### config.mk
export PLATFORM = sky130hd
export DESIGN_NAME = engine_csr_index
export DESIGN_NICKNAME = d
export VERILOG_FILES = /design/src/hw/csr_index_pkg.sv /design/src/hw/packet_fifo.sv /design/src/hw/response_router.sv /design/src/hw/csr_index_configure.sv /design/src/hw/csr_index_generator.sv /design/src/hw/engine_csr_index.sv
export VERILOG_INCLUDE_DIRS = /design/src /design/src/hw
export SDC_FILE = /design/constraint.sdc
export NUM_CORES = 2
export LEC_CHECK = 0
export BUFFER_PORTS_ARGS = -buffer_cell sky130_fd_sc_hd__buf_4
export CAP_MARGIN = 15
export CORE_ASPECT_RATIO = 1.1
export CORE_MARGIN = 5
export CORE_UTILIZATION = 55
export CTS_CLUSTER_SIZE = 8
export DETAILED_ROUTE_END_ITERATION = 6
export HOLD_SLACK_MARGIN = 0.15
export PLACE_DENSITY = 0.71
export SLEW_MARGIN = 25
export SYNTH_ARGS = -nofsm -noshare
export SYNTH_HDL_FRONTEND = slang
export SYNTH_HIERARCHICAL = 1
export SYNTH_SLANG_ARGS = --single-unit
### constraint.sdc
create_clock -name ap_clk -period 12.4 [get_ports ap_clk]
set_input_delay 1.86 -clock ap_clk [delete_from_list [all_inputs] [get_ports ap_clk]]
set_output_delay 1.86 -clock ap_clk [all_outputs]
set_load 0.005 [all_outputs]
### src/hw/csr_index_params.svh
`ifndef CSR_INDEX_PARAMS_SVH
`define CSR_INDEX_PARAMS_SVH

// --------------------------------------------------
// Datapath widths
// --------------------------------------------------
`define CSR_ADDR_W      32
`define CSR_DATA_W      32
`define CSR_COUNT_W     16

// Stride between two index array entries
`define CSR_WORD_BYTES  4

// --------------------------------------------------
// Buffering and routing
// --------------------------------------------------
`define CSR_FIFO_DEPTH  16
`define CSR_PROG_THRESH 12
`define CSR_NUM_ROUTES  2

`endif

### src/hw/csr_index_pkg.sv
`include "csr_index_params.svh"

package csr_index_pkg;

    // --------------------------------------------------
    // Encodings
    // --------------------------------------------------
    typedef enum logic [1:0] {
        CMD_CONFIG      = 2'd0,
        CMD_READ        = 2'd1,
        CMD_READ_RESP   = 2'd2,
        CMD_ENGINE_DATA = 2'd3
    } csr_opcode_e;

    // Selected by the low address bits of a config word
    typedef enum logic [1:0] {
        FIELD_BASE  = 2'd0,
        FIELD_START = 2'd1,
        FIELD_COUNT = 2'd2
    } csr_field_e;

    typedef enum logic [2:0] {
        GEN_RESET       = 3'd0,
        GEN_IDLE        = 3'd1,
        GEN_WAIT_CONFIG = 3'd2,
        GEN_BUSY        = 3'd3,
        GEN_DRAIN       = 3'd4,
        GEN_DONE        = 3'd5
    } gen_state_e;

    // --------------------------------------------------
    // Packets and control bundles
    // --------------------------------------------------
    typedef struct packed {
        logic                   id_module;
        csr_opcode_e            opcode;
        logic [`CSR_ADDR_W-1:0] address;
        logic [`CSR_DATA_W-1:0] data;
    } mem_payload_t;

    typedef struct packed {
        logic         valid;
        mem_payload_t payload;
    } mem_packet_t;

    typedef struct packed {
        logic                    valid;
        logic [`CSR_ADDR_W-1:0]  array_base;
        logic [`CSR_ADDR_W-1:0]  index_start;
        logic [`CSR_COUNT_W-1:0] index_count;
    } csr_config_t;

    typedef struct packed {
        logic                   valid;
        logic [`CSR_DATA_W-1:0] kernel_tag;
    } descriptor_t;

    typedef struct packed {
        logic empty;
        logic full;
        logic prog_full;
    } fifo_status_t;

endpackage

### src/hw/packet_fifo.sv
`timescale 1ns/1ps
`include "csr_index_params.svh"

module packet_fifo #(
    parameter int DEPTH       = `CSR_FIFO_DEPTH,
    parameter int PROG_THRESH = `CSR_PROG_THRESH
) (
    input  logic                        ap_clk,
    input  logic                        areset_csr_engine,
    input  logic                        push_i,
    input  csr_index_pkg::mem_payload_t din_i,
    input  logic                        pop_i,
    output csr_index_pkg::mem_payload_t dout_o,
    output logic                        dout_valid_o,
    output csr_index_pkg::fifo_status_t status_o
);

    localparam int PTR_W = $clog2(DEPTH);

    csr_index_pkg::mem_payload_t mem [DEPTH];

    logic [PTR_W-1:0] wr_ptr;
    logic [PTR_W-1:0] rd_ptr;
    logic [PTR_W:0]   count;
    logic             do_push;
    logic             do_pop;

    // Overflow and underflow are blocked here as well
    assign do_pop  = pop_i && !status_o.empty;
    assign do_push = push_i && !status_o.full;

    // --------------------------------------------------
    // Pointers and occupancy
    // --------------------------------------------------
    always_ff @(posedge ap_clk) begin
        if (areset_csr_engine) begin
            wr_ptr       <= '0;
            rd_ptr       <= '0;
            count        <= '0;
            dout_valid_o <= 1'b0;
        end else begin
            if (do_push) begin
                wr_ptr <= wr_ptr + 1'b1;
            end
            if (do_pop) begin
                rd_ptr <= rd_ptr + 1'b1;
            end
            case ({do_push, do_pop})
                2'b10:   count <= count + 1'b1;
                2'b01:   count <= count - 1'b1;
                default: count <= count;
            endcase
            dout_valid_o <= do_pop;
        end
    end

    // Storage and registered read port
    always_ff @(posedge ap_clk) begin
        if (do_push) begin
            mem[wr_ptr] <= din_i;
        end
        if (do_pop) begin
            dout_o <= mem[rd_ptr];
        end
    end

    assign status_o.empty     = (count == '0);
    assign status_o.full      = (count >= DEPTH);
    assign status_o.prog_full = (count >= PROG_THRESH);

endmodule

### src/hw/response_router.sv
`timescale 1ns/1ps
`include "csr_index_params.svh"

module response_router (
    input  logic                        ap_clk,
    input  logic                        areset_csr_engine,
    input  csr_index_pkg::mem_payload_t fifo_dout_i,
    input  logic                        fifo_dout_valid_i,
    input  csr_index_pkg::fifo_status_t fifo_status_i,
    input  logic                        gen_stall_i,
    output logic                        fifo_pop_o,
    output csr_index_pkg::mem_packet_t  route_o [`CSR_NUM_ROUTES]
);

    csr_index_pkg::mem_payload_t peek_q;
    logic                        peek_valid_q;
    logic                        drain;

    // Only generator traffic waits on the stall
    assign drain = peek_valid_q && !(peek_q.id_module && gen_stall_i);

    // One packet in flight at most, either in the FIFO read stage or in peek
    assign fifo_pop_o = !fifo_status_i.empty && !fifo_dout_valid_i
                        && (!peek_valid_q || drain);

    // --------------------------------------------------
    // Peek-ahead register
    // --------------------------------------------------
    always_ff @(posedge ap_clk) begin
        if (areset_csr_engine) begin
            peek_valid_q <= 1'b0;
        end else if (fifo_dout_valid_i) begin
            peek_valid_q <= 1'b1;
        end else if (drain) begin
            peek_valid_q <= 1'b0;
        end
    end

    always_ff @(posedge ap_clk) begin
        if (fifo_dout_valid_i) begin
            peek_q <= fifo_dout_i;
        end
    end

    // --------------------------------------------------
    // Per destination output registers
    // --------------------------------------------------
    for (genvar d = 0; d < `CSR_NUM_ROUTES; d++) begin : g_route
        always_ff @(posedge ap_clk) begin
            route_o[d].payload <= peek_q;
            if (areset_csr_engine) begin
                route_o[d].valid <= 1'b0;
            end else begin
                route_o[d].valid <= drain && (peek_q.id_module == d);
            end
        end
    end

endmodule

### src/hw/csr_index_configure.sv
`timescale 1ns/1ps
`include "csr_index_params.svh"

module csr_index_configure (
    input  logic                       ap_clk,
    input  logic                       areset_csr_engine,
    input  csr_index_pkg::mem_packet_t cfg_pkt_i,
    input  logic                       consume_i,
    output csr_index_pkg::csr_config_t cfg_o
);

    csr_index_pkg::csr_field_e field;

    logic                    cfg_write;
    logic [2:0]              field_hit;
    logic [2:0]              field_mask_q;
    logic [`CSR_ADDR_W-1:0]  base_q;
    logic [`CSR_ADDR_W-1:0]  start_q;
    logic [`CSR_COUNT_W-1:0] count_q;

    assign cfg_write = cfg_pkt_i.valid
                       && (cfg_pkt_i.payload.opcode == csr_index_pkg::CMD_CONFIG);
    assign field     = csr_index_pkg::csr_field_e'(cfg_pkt_i.payload.address[1:0]);

    // Field decode
    always_comb begin
        field_hit = 3'b000;
        if (cfg_write) begin
            case (field)
                csr_index_pkg::FIELD_BASE:  field_hit = 3'b001;
                csr_index_pkg::FIELD_START: field_hit = 3'b010;
                csr_index_pkg::FIELD_COUNT: field_hit = 3'b100;
                default:                    field_hit = 3'b000;
            endcase
        end
    end

    // --------------------------------------------------
    // Written-field mask
    // --------------------------------------------------
    // A write in the consume cycle already counts for the next run
    always_ff @(posedge ap_clk) begin
        if (areset_csr_engine) begin
            field_mask_q <= 3'b000;
        end else begin
            field_mask_q <= (consume_i ? 3'b000 : field_mask_q) | field_hit;
        end
    end

    always_ff @(posedge ap_clk) begin
        if (field_hit[0]) begin
            base_q <= cfg_pkt_i.payload.data;
        end
        if (field_hit[1]) begin
            start_q <= cfg_pkt_i.payload.data;
        end
        if (field_hit[2]) begin
            count_q <= cfg_pkt_i.payload.data[`CSR_COUNT_W-1:0];
        end
    end

    assign cfg_o.valid       = &field_mask_q;
    assign cfg_o.array_base  = base_q;
    assign cfg_o.index_start = start_q;
    assign cfg_o.index_count = count_q;

endmodule

### src/hw/csr_index_generator.sv
`timescale 1ns/1ps
`include "csr_index_params.svh"

module csr_index_generator (
    input  logic                        ap_clk,
    input  logic                        areset_csr_engine,
    input  csr_index_pkg::descriptor_t  descriptor_i,
    input  csr_index_pkg::csr_config_t  cfg_i,
    input  csr_index_pkg::mem_packet_t  resp_i,
    input  csr_index_pkg::fifo_status_t req_fifo_status_i,
    input  csr_index_pkg::fifo_status_t engine_fifo_status_i,
    output csr_index_pkg::mem_payload_t req_o,
    output logic                        req_push_o,
    output csr_index_pkg::mem_payload_t engine_o,
    output logic                        engine_push_o,
    output logic                        gen_stall_o,
    output logic                        cfg_consume_o,
    output logic                        done_o
);

    csr_index_pkg::gen_state_e  state_q;

    logic [`CSR_ADDR_W-1:0]  base_q;
    logic [`CSR_ADDR_W-1:0]  index_q;
    logic [`CSR_COUNT_W-1:0] count_q;
    logic [`CSR_COUNT_W-1:0] issued_q;
    logic [`CSR_COUNT_W-1:0] received_q;
    logic                    cfg_take;
    logic                    issue;
    logic                    resp_take;

    assign cfg_take  = (state_q == csr_index_pkg::GEN_WAIT_CONFIG) && cfg_i.valid;
    assign issue     = (state_q == csr_index_pkg::GEN_BUSY) && !req_fifo_status_i.prog_full;
    assign resp_take = resp_i.valid
                       && (resp_i.payload.opcode == csr_index_pkg::CMD_READ_RESP);

    // Router holds generator responses while the engine FIFO is nearly full
    assign gen_stall_o = engine_fifo_status_i.prog_full;

    // --------------------------------------------------
    // Control FSM
    // --------------------------------------------------
    always_ff @(posedge ap_clk) begin
        if (areset_csr_engine) begin
            state_q       <= csr_index_pkg::GEN_RESET;
            cfg_consume_o <= 1'b0;
            done_o        <= 1'b1;
        end else begin
            cfg_consume_o <= 1'b0;
            case (state_q)
                csr_index_pkg::GEN_RESET: begin
                    state_q <= csr_index_pkg::GEN_IDLE;
                end
                csr_index_pkg::GEN_IDLE: begin
                    if (descriptor_i.valid) begin
                        done_o  <= 1'b0;
                        state_q <= csr_index_pkg::GEN_WAIT_CONFIG;
                    end
                end
                csr_index_pkg::GEN_WAIT_CONFIG: begin
                    if (cfg_take) begin
                        cfg_consume_o <= 1'b1;
                        // Empty range finishes at once
                        if (cfg_i.index_count == '0) begin
                            state_q <= csr_index_pkg::GEN_DONE;
                        end else begin
                            state_q <= csr_index_pkg::GEN_BUSY;
                        end
                    end
                end
                csr_index_pkg::GEN_BUSY: begin
                    if (issue && (issued_q == count_q - 1'b1)) begin
                        state_q <= csr_index_pkg::GEN_DRAIN;
                    end
                end
                csr_index_pkg::GEN_DRAIN: begin
                    if (received_q == count_q) begin
                        state_q <= csr_index_pkg::GEN_DONE;
                    end
                end
                csr_index_pkg::GEN_DONE: begin
                    done_o  <= 1'b1;
                    state_q <= csr_index_pkg::GEN_IDLE;
                end
                default: state_q <= csr_index_pkg::GEN_RESET;
            endcase
        end
    end

    // Range and progress counters, loaded when the config is taken
    always_ff @(posedge ap_clk) begin
        if (cfg_take) begin
            base_q     <= cfg_i.array_base;
            index_q    <= cfg_i.index_start;
            count_q    <= cfg_i.index_count;
            issued_q   <= '0;
            received_q <= '0;
        end else begin
            if (issue) begin
                issued_q <= issued_q + 1'b1;
                index_q  <= index_q + 1'b1;
            end
            if (resp_take) begin
                received_q <= received_q + 1'b1;
            end
        end
    end

    // --------------------------------------------------
    // Request and forward registers
    // --------------------------------------------------
    always_ff @(posedge ap_clk) begin
        if (areset_csr_engine) begin
            req_push_o    <= 1'b0;
            engine_push_o <= 1'b0;
        end else begin
            req_push_o    <= issue;
            engine_push_o <= resp_take;
        end
    end

    always_ff @(posedge ap_clk) begin
        req_o.id_module    <= 1'b1;
        req_o.opcode       <= csr_index_pkg::CMD_READ;
        req_o.address      <= base_q + index_q * `CSR_WORD_BYTES;
        req_o.data         <= '0;
        engine_o.id_module <= 1'b1;
        engine_o.opcode    <= csr_index_pkg::CMD_ENGINE_DATA;
        engine_o.address   <= resp_i.payload.address;
        engine_o.data      <= resp_i.payload.data;
    end

endmodule

### src/hw/engine_csr_index.sv
`timescale 1ns/1ps
`include "csr_index_params.svh"

module engine_csr_index (
    input  logic                       ap_clk,
    input  logic                       areset_csr_engine,
    input  csr_index_pkg::descriptor_t descriptor_i,
    input  csr_index_pkg::mem_packet_t mem_resp_i,
    input  logic                       mem_req_pop_i,
    input  logic                       engine_out_pop_i,
    output logic                       mem_resp_prog_full_o,
    output csr_index_pkg::mem_packet_t mem_req_o,
    output csr_index_pkg::mem_packet_t engine_out_o,
    output logic                       done_o
);

    csr_index_pkg::descriptor_t   descriptor_q;
    csr_index_pkg::mem_packet_t   mem_resp_q;
    logic                         mem_req_pop_q;
    logic                         engine_out_pop_q;

    csr_index_pkg::mem_payload_t  resp_dout;
    csr_index_pkg::mem_payload_t  req_din;
    csr_index_pkg::mem_payload_t  req_dout;
    csr_index_pkg::mem_payload_t  eng_din;
    csr_index_pkg::mem_payload_t  eng_dout;
    csr_index_pkg::fifo_status_t  resp_status;
    csr_index_pkg::fifo_status_t  req_status;
    csr_index_pkg::fifo_status_t  eng_status;
    logic                         resp_pop;
    logic                         resp_dout_valid;
    logic                         req_push;
    logic                         req_pop;
    logic                         req_dout_valid;
    logic                         eng_push;
    logic                         eng_pop;
    logic                         eng_dout_valid;

    csr_index_pkg::mem_packet_t   route [`CSR_NUM_ROUTES];
    csr_index_pkg::csr_config_t   cfg;
    logic                         cfg_consume;
    logic                         gen_stall;
    logic                         gen_done;

    // --------------------------------------------------
    // Input registers
    // --------------------------------------------------
    always_ff @(posedge ap_clk) begin
        descriptor_q.kernel_tag <= descriptor_i.kernel_tag;
        mem_resp_q.payload      <= mem_resp_i.payload;
        if (areset_csr_engine) begin
            descriptor_q.valid <= 1'b0;
            mem_resp_q.valid   <= 1'b0;
            mem_req_pop_q      <= 1'b0;
            engine_out_pop_q   <= 1'b0;
        end else begin
            descriptor_q.valid <= descriptor_i.valid;
            mem_resp_q.valid   <= mem_resp_i.valid;
            mem_req_pop_q      <= mem_req_pop_i;
            engine_out_pop_q   <= engine_out_pop_i;
        end
    end

    // --------------------------------------------------
    // Output registers
    // --------------------------------------------------
    // Done also waits for the engine FIFO to hand out its last packet
    always_ff @(posedge ap_clk) begin
        mem_req_o.payload    <= req_dout;
        engine_out_o.payload <= eng_dout;
        if (areset_csr_engine) begin
            mem_req_o.valid      <= 1'b0;
            engine_out_o.valid   <= 1'b0;
            mem_resp_prog_full_o <= 1'b0;
            done_o               <= 1'b1;
        end else begin
            mem_req_o.valid      <= req_dout_valid;
            engine_out_o.valid   <= eng_dout_valid;
            mem_resp_prog_full_o <= resp_status.prog_full;
            done_o               <= gen_done && eng_status.empty && !eng_dout_valid;
        end
    end

    assign req_pop = !req_status.empty && mem_req_pop_q;
    assign eng_pop = !eng_status.empty && engine_out_pop_q;

    // --------------------------------------------------
    // FIFOs
    // --------------------------------------------------
    packet_fifo u_resp_fifo (
        .ap_clk(ap_clk), .areset_csr_engine(areset_csr_engine),
        .push_i(mem_resp_q.valid), .din_i(mem_resp_q.payload), .pop_i(resp_pop),
        .dout_o(resp_dout), .dout_valid_o(resp_dout_valid), .status_o(resp_status)
    );

    packet_fifo u_req_fifo (
        .ap_clk(ap_clk), .areset_csr_engine(areset_csr_engine),
        .push_i(req_push), .din_i(req_din), .pop_i(req_pop),
        .dout_o(req_dout), .dout_valid_o(req_dout_valid), .status_o(req_status)
    );

    packet_fifo u_engine_fifo (
        .ap_clk(ap_clk), .areset_csr_engine(areset_csr_engine),
        .push_i(eng_push), .din_i(eng_din), .pop_i(eng_pop),
        .dout_o(eng_dout), .dout_valid_o(eng_dout_valid), .status_o(eng_status)
    );

    // --------------------------------------------------
    // Routing, configuration and generation
    // --------------------------------------------------
    response_router u_router (
        .ap_clk(ap_clk), .areset_csr_engine(areset_csr_engine),
        .fifo_dout_i(resp_dout), .fifo_dout_valid_i(resp_dout_valid),
        .fifo_status_i(resp_status), .gen_stall_i(gen_stall),
        .fifo_pop_o(resp_pop), .route_o(route)
    );

    csr_index_configure u_configure (
        .ap_clk(ap_clk), .areset_csr_engine(areset_csr_engine),
        .cfg_pkt_i(route[0]), .consume_i(cfg_consume), .cfg_o(cfg)
    );

    csr_index_generator u_generator (
        .ap_clk(ap_clk), .areset_csr_engine(areset_csr_engine),
        .descriptor_i(descriptor_q), .cfg_i(cfg), .resp_i(route[1]),
        .req_fifo_status_i(req_status), .engine_fifo_status_i(eng_status),
        .req_o(req_din), .req_push_o(req_push),
        .engine_o(eng_din), .engine_push_o(eng_push),
        .gen_stall_o(gen_stall), .cfg_consume_o(cfg_consume), .done_o(gen_done)
    );

endmodule

==> results.md <==
- Outcome: finished, final reports clean
- Port bufs: 210
- R2R Path Start: u_resp_fifo/count[0]
- Worst Skew: 62.7 ps
- Layout cells sized above 1: 24.3%
- Fin nets: 7509
- CP startpoint kind: flip-flop
- F_max: 0.248 GHz
- Wire per inst: 28.9 um
- Number of cells after detailed placement: 10262
- Clock buffer depth: 4
- Filler cell count: 16979
- Max Slew Vio Count: 0
- Max-Cap Viols: 0
- CORE AREA: 0.268 mm2
- Non-filler cells, final: 11315
- Leakage: 0.0548 uW
- Number of CTS-inserted buffers: 588
- Total power: 31500 uW
- Gr usage total: 23.3%
- Vias post-DR: 69931
- CTS tree: built
- Dpl hpwl: 161 mm
- Post-route ant nets: 0
- # hold bufs at CTS: 0
- Die Ht: 554 um
- Worst Hold Path Cells: 0
- Worst Hold Class: reg2reg
- CP required: 13240 ps
- Critical path class: reg2reg
- Worst-Skew Late Latency: 930 ps
- Crit path from: u_resp_fifo/count[0]
- Crit Path Max Fanout: 30
- Flop-to-flop setup slack: 8370 ps
- Final setup vio count: 0
- Root Buffer: clkbuf_16
- Final wirelength: 327 mm
- H-tree depth: 6
- Initial drt markers: 7315
- Arrival @ worst endpoint: 4870 ps
- Nature of the critical path endpoint: flip-flop
- Clock sinks: 4098
- Die width: 505 um
- Initial core utilization: 55.3%
- DRC: 0
- Post-Syn Area: 0.148 mm2
- First-pass GRT wire length: 484 mm
- Syn Inst Count: 6749
- Power density cells: 184 mW/mm2
- Post-route minimum period: 4030 ps
- R2R Path End: u_resp_fifo/count[4]
- Hold Vio Cnt, Final: 0
- Die area: 0.280 mm2
- Avg Cell Area, Syn: 22.0 um2
- Post-CTS resize count: 0
- Total Neg Setup Slack: 0 ps
- Max VDD drop: 0.000125 V
- Hold_sp: u_req_fifo/dout_o[34]
- DRT Pass-1 Iters: 5
- Slew headroom: 26.1%
- Clock Pin Slew Worst Setup and Hold Paths: 50 ps
- Reg2Reg Depth: 11
- Syn-to-layout area delta: 15.5%
- Ys Warns: 6
- GPL Wtd Cong: 0.782
- Final WS setup: 8370 ps
- I/O Pins: 243
- WHS Endpoint: mem_req_o[34]
- RSZ-0062 raised after global routing: no
- Via density: 6.18
- Worst-margin pin slew: 1110 ps
- Post-CTS setup repair buffer count: 0
- Initial antenna violation count: 27
- Vias in the first global route: 72967
- GRT overflow: 0
- Period utilization: 32.5%
- Setup WS pre-CTS: 8240 ps
- Largest net degree at the start of global routing: 160
- Core Rows: 199
- Final hold slack: 315 ps
-- registers in the layout, summed over array words and instances (netlist names), 64 cells and up --
| register | flops |
|---|---|
| u_router/route_o | 68 |
| u_resp_fifo/dout_o | 67 |
| u_engine_fifo/dout_o | 67 |
| engine_out_o | 68 |
| u_resp_fifo/mem | 1072 |
| u_router/peek_q | 67 |
| mem_req_o | 68 |
| u_req_fifo/dout_o | 67 |
| u_engine_fifo/mem | 1072 |
| mem_resp_q | 68 |
| u_req_fifo/mem | 1072 |
| u_generator/engine_o | 64 |
-- worst max path at each step --
| stage | to | slack (ps) | cells after the start |
|---|---|---|---|
| global placement | u_req_fifo/dout_o[39] | 8270 | 5 |
| global route | u_resp_fifo/dout_o[26] | 8060 | 5 |
| CTS | u_req_fifo/dout_o[39] | 8230 | 5 |
| finish | u_resp_fifo/count[4] | 8370 | 11 |
| floorplan | u_resp_fifo/mem[3][0] | 6260 | 5 |
| detailed placement | u_req_fifo/dout_o[39] | 8240 | 5 |
-- layout by cell type (no fill, tap or decap), types with 9 or more instances in the layout --
| cell type | count |
|---|---|
| conb_1 | 38 |
| buf_4 | 326 |
| mux4_2 | 804 |
| xor2_1 | 91 |
| clkinv_8 | 11 |
| edfxtp_1 | 3640 |
| nor2_1 | 121 |
| o211ai_1 | 12 |
| nor2_4 | 40 |
| clkbuf_16 | 604 |
| nand4_1 | 15 |
| inv_1 | 24 |
| clkbuf_1 | 389 |
| and3_1 | 21 |
| a22oi_1 | 402 |
| nand3_1 | 27 |
| xnor2_1 | 55 |
| inv_6 | 13 |
| nor3_2 | 11 |
| nand2b_1 | 11 |
| ha_1 | 60 |
| nor2b_1 | 17 |
| nand2_1 | 293 |
| nor4_1 | 13 |
| diode_2 | 11 |
| a21o_1 | 20 |
| o21ai_0 | 46 |
| nor3_1 | 11 |
| dfxtp_1 | 451 |
| a21oi_1 | 45 |
| o21a_1 | 9 |
-- layout make-up --
type	instances	area [um2]	share of cell area, %
antenna	11	27.5	0.0161
clock buffer	996	16600	9.71
clock inverter	41	624	0.365
inverter	27	106	0.0622
multi-input combinational	2281	28000	16.4
sequential	4098	119000	69.3
tap	3517	4400	2.57
timing repair buffer	344	2790	1.63
-- critical path, stage by stage (launching register included) --
cell      delay (ps)
dfxtp_1          350
or4_1            640
nor2_1           110
and2b_2          250
o21ai_2          140
clkinv_2         660
ha_1             550
ha_1             360
a21oi_1          180
a21oi_1          110
or4_1            470
a21oi_1          150
-- metal layers --
metal / up-vias / global-route usage, % / routed length, um / share of wire [%]
li1: 29040 / - / - / -
met4: 4 / 6.56 / 8070 / 2.5
met3: 546 / 4.56 / 31600 / 9.6
met1: 36746 / 33.7 / 129000 / 39
met2: 3595 / 36.9 / 158000 / 48
met5: - / 0 / 27 / 0.0083
-- power by group --
group	switching (uW)	total, uW	leakage, uW	internal, uW
clock	5610	14700	0.00820	9080
combinational	437	726	0.0101	290
sequential	462	16000	0.0366	15600
total	6510	31500	0.0548	24900
-- through the flow --
| stage | instance area (um2) | util, % |
|---|---|---|
| final | 171000 | 63.9 |
| after global routing | 171000 | 63.9 |
| after CTS | 171000 | 63.8 |
| after detailed placement | 154000 | 57.4 |
| after global placement | 154000 | 57.4 |
| after floorplan | 148000 | - |
(Power assumes the default switching activity.)
